$ cat src/logic/kbd_cfg.svh
// keyboard front end constants, include wherever scan codes, key positions or the timeout are used
`ifndef KBD_CFG_SVH
`define KBD_CFG_SVH

// number of tracked keys, one bit each in the key vector
`define KBD_NUM_KEYS 15

// key vector bit positions, digits first
`define KBD_KEY_0        0
`define KBD_KEY_1        1
`define KBD_KEY_2        2
`define KBD_KEY_3        3
`define KBD_KEY_4        4
`define KBD_KEY_5        5
`define KBD_KEY_6        6
`define KBD_KEY_7        7
`define KBD_KEY_8        8
`define KBD_KEY_9        9
`define KBD_KEY_MINUS    10
`define KBD_KEY_LBRACKET 11
`define KBD_KEY_RBRACKET 12
`define KBD_KEY_SPACE    13
`define KBD_KEY_ENTER    14

// scan code set 2 make codes, all primary
`define KBD_CODE_0        8'h45
`define KBD_CODE_1        8'h16
`define KBD_CODE_2        8'h1E
`define KBD_CODE_3        8'h26
`define KBD_CODE_4        8'h25
`define KBD_CODE_5        8'h2E
`define KBD_CODE_6        8'h36
`define KBD_CODE_7        8'h3D
`define KBD_CODE_8        8'h3E
`define KBD_CODE_9        8'h46
`define KBD_CODE_MINUS    8'h4E
`define KBD_CODE_LBRACKET 8'h54
`define KBD_CODE_RBRACKET 8'h5B
`define KBD_CODE_SPACE    8'h29
`define KBD_CODE_ENTER    8'h5A

// prefix bytes
`define KBD_PREFIX_EXT   8'hE0
`define KBD_PREFIX_BREAK 8'hF0

// system clocks of idle-high ps/2 clock before a partial frame is dropped
`define KBD_RX_TIMEOUT 4096

`endif

$ cat src/logic/kbd_pkg.sv
// shared types of the keyboard front end, imported by every stage and the testbench
`default_nettype none

`include "kbd_cfg.svh"

package kbd_pkg;

    // one byte as it comes off the ps/2 line
    typedef logic [7:0] scan_byte_t;

    // index of a single tracked key
    // 4 bits covers the fifteen keys with one code spare
    typedef logic [3:0] key_index_t;

    // pressed state, one bit per tracked key
    typedef logic [`KBD_NUM_KEYS-1:0] key_vector_t;

    // what the decoder expects next
    // st_make      plain code presses a key
    // st_break     after f0, plain code releases a key
    // st_ext_make  after e0, byte is ignored
    // st_ext_break after e0 f0, byte is ignored
    typedef enum logic [1:0] {
        st_make      = 2'b00,
        st_break     = 2'b01,
        st_ext_make  = 2'b10,
        st_ext_break = 2'b11
    } decode_state_e;

endpackage

`default_nettype wire

$ cat src/logic/key_tracker.sv
// key state stage, keeps one pressed bit per key and drives the hold or pulse key vector
`default_nettype none

`include "kbd_cfg.svh"

module key_tracker
    import kbd_pkg::*;
(
    input  wire          clock,
    input  wire          reset,
    input  wire          pulse_mode,
    input  wire          key_valid,
    input  key_index_t   key_index,
    input  wire          key_make,
    output key_vector_t  keys
);

    // live keyboard state
    key_vector_t press_vec;
    // press state one cycle late
    key_vector_t lock_vec;
    // lock bits that suppress the output
    key_vector_t lock_mask;

    // event writes its key only, spare index ignored
    always_ff @(posedge clock) begin
        if (!reset) begin
            press_vec <= '0;
        end else if (key_valid && (key_index < `KBD_NUM_KEYS)) begin
            press_vec[key_index] <= key_make;
        end
    end

    // lock rises a cycle after press and falls a cycle after release
    always_ff @(posedge clock) begin
        if (!reset) begin
            lock_vec <= '0;
        end else begin
            lock_vec <= press_vec;
        end
    end

    // pulse mode keeps only the first cycle of a press
    // typematic repeats leave press high, so no second pulse
    assign lock_mask = lock_vec & {`KBD_NUM_KEYS{pulse_mode}};
    assign keys      = press_vec & ~lock_mask;

endmodule

`default_nettype wire

$ cat src/logic/keyboard_top.sv
// ps/2 keyboard front end top, chains receiver, decoder and key tracker
`default_nettype none

module keyboard_top
    import kbd_pkg::*;
(
    input  wire          clock,
    input  wire          reset,
    input  wire          ps2_clock,
    input  wire          ps2_data,
    input  wire          pulse_mode,
    output key_vector_t  keys,
    output logic         parity_error
);

    // receiver to decoder
    logic       byte_valid;
    scan_byte_t rx_byte;

    // decoder to tracker
    logic       key_valid;
    key_index_t key_index;
    logic       key_make;

    ps2_rx i_ps2_rx (
        .clock        (clock),
        .reset        (reset),
        .ps2_clock    (ps2_clock),
        .ps2_data     (ps2_data),
        .byte_valid   (byte_valid),
        .rx_byte      (rx_byte),
        .parity_error (parity_error)
    );

    scan_decoder i_scan_decoder (
        .clock      (clock),
        .reset      (reset),
        .byte_valid (byte_valid),
        .rx_byte    (rx_byte),
        .key_valid  (key_valid),
        .key_index  (key_index),
        .key_make   (key_make)
    );

    key_tracker i_key_tracker (
        .clock      (clock),
        .reset      (reset),
        .pulse_mode (pulse_mode),
        .key_valid  (key_valid),
        .key_index  (key_index),
        .key_make   (key_make),
        .keys       (keys)
    );

endmodule

`default_nettype wire

$ cat src/logic/ps2_rx.sv
// ps/2 receive stage, turns the device clock and data lines into byte strobes for the decoder
`default_nettype none

`include "kbd_cfg.svh"

module ps2_rx
    import kbd_pkg::*;
(
    input  wire         clock,
    input  wire         reset,
    input  wire         ps2_clock,
    input  wire         ps2_data,
    output logic        byte_valid,
    output scan_byte_t  rx_byte,
    output logic        parity_error
);

    localparam int STALL_W = $clog2(`KBD_RX_TIMEOUT);
    // start, 8 data, parity, stop -> index of the stop bit
    localparam logic [3:0] LAST_BIT = 4'd10;

    // synchroniser stages, ps/2 clock in bit 1 and data in bit 0
    logic [1:0] line_meta;
    logic [1:0] line_sync;
    logic       clock_prev;
    logic       clock_fall;
    logic       data_bit;

    // frame assembly
    logic [9:0]         frame_shift;
    logic [3:0]         bit_count;
    logic [STALL_W-1:0] stall_count;
    logic               stall_expired;

    // frame checks, evaluated while the stop bit is on the line
    logic frame_end;
    logic start_ok;
    logic parity_ok;
    logic stop_ok;

    // idle-high reset value avoids a false edge at reset release
    always_ff @(posedge clock) begin
        if (!reset) begin
            line_meta  <= 2'b11;
            line_sync  <= 2'b11;
            clock_prev <= 1'b1;
        end else begin
            line_meta  <= {ps2_clock, ps2_data};
            line_sync  <= line_meta;
            clock_prev <= line_sync[1];
        end
    end

    // device changes data on the rising edge and the host samples on the falling edge
    assign clock_fall = clock_prev & ~line_sync[1];
    assign data_bit   = line_sync[0];

    // shift register fills from the top, lsb first on the wire
    // after ten bits: [0] start, [8:1] data, [9] parity
    assign frame_end = clock_fall && (bit_count == LAST_BIT);
    assign start_ok  = ~frame_shift[0];
    assign stop_ok   = data_bit;
    // odd parity over data plus parity bit
    assign parity_ok = ^frame_shift[9:1];

    assign stall_expired = (stall_count == STALL_W'(`KBD_RX_TIMEOUT - 1));

    // bit position within the frame and the mid-frame stall timer
    always_ff @(posedge clock) begin
        if (!reset) begin
            bit_count   <= '0;
            stall_count <= '0;
        end else if (clock_fall) begin
            stall_count <= '0;
            if (bit_count == LAST_BIT) begin
                bit_count <= '0;
            end else begin
                bit_count <= bit_count + 4'd1;
            end
        end else if ((bit_count != '0) && line_sync[1]) begin
            // clock stuck high mid-frame drops the partial frame
            if (stall_expired) begin
                bit_count   <= '0;
                stall_count <= '0;
            end else begin
                stall_count <= stall_count + 1'b1;
            end
        end
    end

    // one bit in per falling ps/2 clock edge
    always_ff @(posedge clock) begin
        if (clock_fall) begin
            frame_shift <= {data_bit, frame_shift[9:1]};
        end
    end

    // one-cycle strobes with the byte only for a clean frame
    always_ff @(posedge clock) begin
        if (!reset) begin
            byte_valid   <= 1'b0;
            parity_error <= 1'b0;
        end else begin
            byte_valid   <= frame_end && start_ok && stop_ok && parity_ok;
            // parity flagged only when framing itself looks sane
            parity_error <= frame_end && start_ok && stop_ok && !parity_ok;
        end
    end

    // byte payload, meaningful only alongside byte_valid
    always_ff @(posedge clock) begin
        if (frame_end) begin
            rx_byte <= frame_shift[8:1];
        end
    end

endmodule

`default_nettype wire

$ cat src/logic/scan_decoder.sv
// scan code set 2 decoder, follows e0/f0 prefixes and turns tracked codes into key events
`default_nettype none

`include "kbd_cfg.svh"

module scan_decoder
    import kbd_pkg::*;
(
    input  wire         clock,
    input  wire         reset,
    input  wire         byte_valid,
    input  scan_byte_t  rx_byte,
    output logic        key_valid,
    output key_index_t  key_index,
    output logic        key_make
);

    decode_state_e state;
    decode_state_e next_state;

    // lookup result for the incoming byte
    logic       code_hit;
    key_index_t code_index;
    // only plain states act on key codes
    logic       plain_state;

    assign plain_state = (state == st_make) || (state == st_break);

    // code to key position
    // prefixes and untracked codes fall through to a miss
    always_comb begin
        code_hit   = 1'b1;
        code_index = '0;
        case (rx_byte)
            `KBD_CODE_0:        code_index = key_index_t'(`KBD_KEY_0);
            `KBD_CODE_1:        code_index = key_index_t'(`KBD_KEY_1);
            `KBD_CODE_2:        code_index = key_index_t'(`KBD_KEY_2);
            `KBD_CODE_3:        code_index = key_index_t'(`KBD_KEY_3);
            `KBD_CODE_4:        code_index = key_index_t'(`KBD_KEY_4);
            `KBD_CODE_5:        code_index = key_index_t'(`KBD_KEY_5);
            `KBD_CODE_6:        code_index = key_index_t'(`KBD_KEY_6);
            `KBD_CODE_7:        code_index = key_index_t'(`KBD_KEY_7);
            `KBD_CODE_8:        code_index = key_index_t'(`KBD_KEY_8);
            `KBD_CODE_9:        code_index = key_index_t'(`KBD_KEY_9);
            `KBD_CODE_MINUS:    code_index = key_index_t'(`KBD_KEY_MINUS);
            `KBD_CODE_LBRACKET: code_index = key_index_t'(`KBD_KEY_LBRACKET);
            `KBD_CODE_RBRACKET: code_index = key_index_t'(`KBD_KEY_RBRACKET);
            `KBD_CODE_SPACE:    code_index = key_index_t'(`KBD_KEY_SPACE);
            `KBD_CODE_ENTER:    code_index = key_index_t'(`KBD_KEY_ENTER);
            default:            code_hit   = 1'b0;
        endcase
    end

    // prefix tracking
    // any non-prefix byte closes the sequence
    always_comb begin
        next_state = st_make;
        if (rx_byte == `KBD_PREFIX_EXT) begin
            next_state = st_ext_make;
        end else if (rx_byte == `KBD_PREFIX_BREAK) begin
            // release of an extended key stays extended
            if ((state == st_ext_make) || (state == st_ext_break)) begin
                next_state = st_ext_break;
            end else begin
                next_state = st_break;
            end
        end
    end

    always_ff @(posedge clock) begin
        if (!reset) begin
            state <= st_make;
        end else if (byte_valid) begin
            state <= next_state;
        end
    end

    // event strobe one cycle after the byte strobe
    always_ff @(posedge clock) begin
        if (!reset) begin
            key_valid <= 1'b0;
        end else begin
            key_valid <= byte_valid && code_hit && plain_state;
        end
    end

    // event payload, read only with key_valid
    always_ff @(posedge clock) begin
        if (byte_valid) begin
            key_index <= code_index;
            // press in st_make, release after f0
            key_make  <= (state == st_make);
        end
    end

endmodule

`default_nettype wire

$ cat config.mk
export PLATFORM = sky130hd
export DESIGN_NAME = keyboard_top
export DESIGN_NICKNAME = d
export VERILOG_FILES = /design/src/logic/kbd_pkg.sv /design/src/logic/key_tracker.sv /design/src/logic/keyboard_top.sv /design/src/logic/ps2_rx.sv /design/src/logic/scan_decoder.sv
export VERILOG_INCLUDE_DIRS = /design/src /design/src/logic
export SDC_FILE = /design/constraint.sdc
export NUM_CORES = 1
export LEC_CHECK = 0
export ABC_CLOCK_PERIOD_IN_PS = 1850
export BUFFER_PORTS_ARGS = -buffer_cell sky130_fd_sc_hd__buf_4
export CAP_MARGIN = 20
export CORE_ASPECT_RATIO = 1.75
export CORE_MARGIN = 2
export CORE_UTILIZATION = 40
export DETAILED_ROUTE_END_ITERATION = 10
export SLEW_MARGIN = 20
export SYNTH_ARGS = -nofsm -noshare
export SYNTH_HDL_FRONTEND = slang
export SYNTH_HIERARCHICAL = 1
export SYNTH_SLANG_ARGS = --single-unit
$ cat constraint.sdc
create_clock -name clock -period 1.85 [get_ports clock]
set_input_delay 0 -clock clock [delete_from_list [all_inputs] [get_ports clock]]
set_output_delay 0 -clock clock [all_outputs]
set_load 0.005 [all_outputs]
==> impl_metrics.ini <==
[power]
p_leak_nw = 1.520
power_switching_w = 0.0006901
power_density_mw_per_mm2 = 877.3
pwr-share-seq = 0.495
irDropWorstVdd_v = 0.0005572
switching_share = 0.1899
report.power.total_w = 0.003633
clockPowerShare = 0.481
internal-power_w = 0.002943
combPwrFrac = 0.024

[clock_tree]
clk_pin_slew_ns = 0.06
cts_buffers = 9
cts_max_level = 3
clockBufferDepth = 2
cts.sinks = 79
insertion_delay_ns = 0.33
clock_tree.root_cell = clkbuf_16
cts_tree = yes

[min_path]
min_to = i_ps2_rx/line_sync[0]
hold_class = input pin to register
whs_path_depth = 2
worstHoldStart = reset

[critical_path]
path_cells = inv_1, ha_1, or3b_4, nand3_4, or4_4, a21oi_2
critical_path_class = register to register
reg2reg_depth = 6
reg2reg_from = i_ps2_rx/bit_count[0]
cp_slowest_cell = or4_4
slowest_delay_ns = 0.49
arrival_ns = 1.98
cp_top_family = simple AND/OR/NAND/NOR gates
crit_fanout = 5
cp_num_buf_inv = 1
r2r_setup_slack_ns = 0.14
cp-start-kind = register
r2r_end = i_ps2_rx/stall_count[11]
required_ns = 2.12
crit_path_end_kind = register

[cells_and_area]
final_nets = 372
drive_above_1_share = 0.1821
final_cells = 485
antennaDiodeCount = 0
area_growth_pct = 18.26

[floorplan]
core_region_area_mm2 = 0.008615
pin_count = 21
num_rows = 45
die_h_um = 127.8
die_w_um = 74.73
initial_core_util = 0.4065
die_area_mm2 = 0.009549

[sta]
period_share = 0.9220
slew_headroom = 0.6847
worstMarginPinSlew_ns = 0.4686
hold_slack_ns = 0.02134
min_period_ns = 1.706
clock.fmax_mhz = 586.3
setup_violations = 0
hold_viol = 0
rsz0062_at_grt = no
setup-tns-final_ns = 0
drv_slew = 0
final.setup_skew_ns = 0.002983

[placed_design]
dp_hpwl_mm = 4.744
gp_congestion = 0.9294
post-place-cells = 465
io_buffers = 20

[detailed_routing]
first_pass_iters = 5
wl_per_cell_um = 13.84
drc_errors = 0
routed_wl_mm = 6.714
viasPerCell = 5.229
ant_nets = 0
drt_iter0_drc = 126
num_vias = 2536

[yosys]
syn_nets = 340
syn_area_mm2 = 0.003502
ys_ff_latch = 79
avgSynthCellArea_um2 = 10.58
yosysSeqAreaShare = 0.5173
synth.distinct_cells = 67
async_reset_ff_frac = 0
ys_warn_count = 6
synthCells = 331
ys.flop_type = dfxtp_1
synth_edf_count = 23

[global_routing]
grt_pass1_vias = 2418
antenna_found_initial = 0
gr-usage-all-layers = 0.1542
grt_pass1_wl_mm = 11.18
overflow = 0
grt_max_degree = 31

[run_status]
status = finished clean

[job]
drv_cap = 0
-- sequential cells by signal, indices dropped and copies added, names as in the netlist --
name and cells:
i_key_tracker/lock_vec 15, i_key_tracker/press_vec 15, i_ps2_rx/bit_count 4, i_ps2_rx/byte_valid 1, i_ps2_rx/clock_prev 1, i_ps2_rx/frame_shift 10, i_ps2_rx/line_meta 2, i_ps2_rx/line_sync 2
i_ps2_rx/parity_error 1, i_ps2_rx/rx_byte 8, i_ps2_rx/stall_count 12, i_scan_decoder/key_index 4, i_scan_decoder/key_make 1, i_scan_decoder/key_valid 1, i_scan_decoder/state 2
-- worst reg2reg max path: stages (launching register included) --
cell	delay, ns
dfxtp_1	0.37
inv_1	0.10
ha_1	0.19
or3b_4	0.27
nand3_4	0.10
or4_4	0.49
a21oi_2	0.13
-- stage by stage --
| step | area, µm² | worst slack [ns] | util |
|---|---|---|---|
| after floorplan | 3502 | 0.2062 | - |
| after global placement | 3790 | 0.1468 | 0.4399 |
| after detailed placement | 3790 | 0.1025 | 0.4399 |
| after CTS | 4110 | 0.1068 | 0.4771 |
| after global routing | 4141 | 0.007401 | 0.4808 |
| final | 4141 | 0.1443 | 0.4808 |
-- power groups by stage --
stage | registers, W | clock network, W | logic [W]
finish | 0.00180 | 0.00175 | 0.0000877
global route | 0.00180 | 0.00187 | 0.0000976
CTS | 0.00180 | 0.00180 | 0.0000880
detailed placement | 0.00183 | 0 | 0.0000844
global placement | 0.00183 | 0 | 0.0000833
floorplan | 0.00183 | 0 | 0.0000600
-- Yosys cell counts, drive strengths merged (2+ instances only) --
cell     number  area share
mux2i         5       0.014
nor3b         3      0.0079
o41ai         3      0.0075
a2bb2oi       2      0.0050
or3           4      0.0071
edfxtp       23        0.20
and2         14       0.025
a21oi         8       0.013
or4           3      0.0075
a21boi       18       0.039
nand2        26       0.029
nor4          3      0.0054
nor2b         7       0.014
xor2          9       0.023
inv           9      0.0096
a31oi         2      0.0036
ha            4       0.014
o211ai        3      0.0064
nand4         8       0.019
buf          11       0.022
clkbuf        5      0.0082
xnor2         6       0.015
dfxtp        56        0.32
nor3          4      0.0057
o31ai        15       0.032
and3          3      0.0057
nor2         15       0.016
nand3b        3      0.0086
nand2b       10       0.020
o21ai        15       0.021
nand3        14       0.024
-- layer usage --
| layer | vias up | wire [µm] | track usage |
|---|---|---|---|
| met5 | - | 0 | 0 |
| met4 | 0 | 168 | 0.07773 |
| met3 | 10 | 276 | 0.04088 |
| met2 | 60 | 3593 | 0.2728 |
| met1 | 1194 | 2675 | 0.1619 |
| li1 | 1272 | - | - |
-- kinds of logic after synthesis --
logic type	share of synthesized area
buf+inv	0.04001
xor+xnor	0.04394
simple gates	0.2194
flops	0.5173
fa+ha+maj	0.01429
mux	0.01429
compound gates	0.1508
-- cell usage in the layout, fill, tap and decap left out, types with 2 or more instances in the layout --
master and instances:
edfxtp_1 23, mux2i_1 5, dlygate4sd3_1 2, a2bb2oi_1 2
nor2b_2 3, or4_1 2, xnor2_1 6, a21boi_0 17
ha_1 4, nor4_1 3, clkbuf_1 2, xor2_1 9
o21ai_1 2, clkbuf_16 10, clkinv_1 2, buf_4 35
nand2b_1 9, nand3b_2 2, or3_1 4, nand4_1 7
nand2_1 25, inv_1 9, nor2_1 15, a21oi_1 7
o31ai_1 15, and3_1 2, o211ai_1 3, nor2b_1 4
nor3_1 3, nor3b_1 2, dfxtp_1 56, o21ai_0 13
o41ai_1 3, nand3_1 13, and2_1 14
-- worst max path at each step --
stage,slack [ns],end,startpoint,cells after the start
global placement,0.15,i_scan_decoder/key_index[0],i_ps2_rx/rx_byte[6],5
detailed placement,0.10,i_ps2_rx/stall_count[11],i_ps2_rx/bit_count[0],6
global route,0.007,i_scan_decoder/key_valid,i_ps2_rx/rx_byte[5],5
CTS,0.11,i_ps2_rx/stall_count[0],i_ps2_rx/bit_count[0],7
finish,0.14,i_ps2_rx/stall_count[11],i_ps2_rx/bit_count[0],6
floorplan,0.21,i_ps2_rx/rx_byte[0],i_ps2_rx/bit_count[0],4
-- repair_timing --
item	CTS	global route
setup endpoints to repair	0	4
hold buffers	2	0
setup buffers	0	2
hold endpoints to repair	2	0
resized for setup	0	4
-- layout make-up --
type                            count  area (µm²)
Multi-Input combinational cell    227        1567
Inverter                            9       33.78
Clock inverter                      4       42.54
Sequential cell                    79        1812
Tap cell                          117       146.4
Clock buffer                       12       257.7
Timing Repair Buffer               37       282.8
Fill cell                         817        4473
Power figures use the tool's default switching activity.
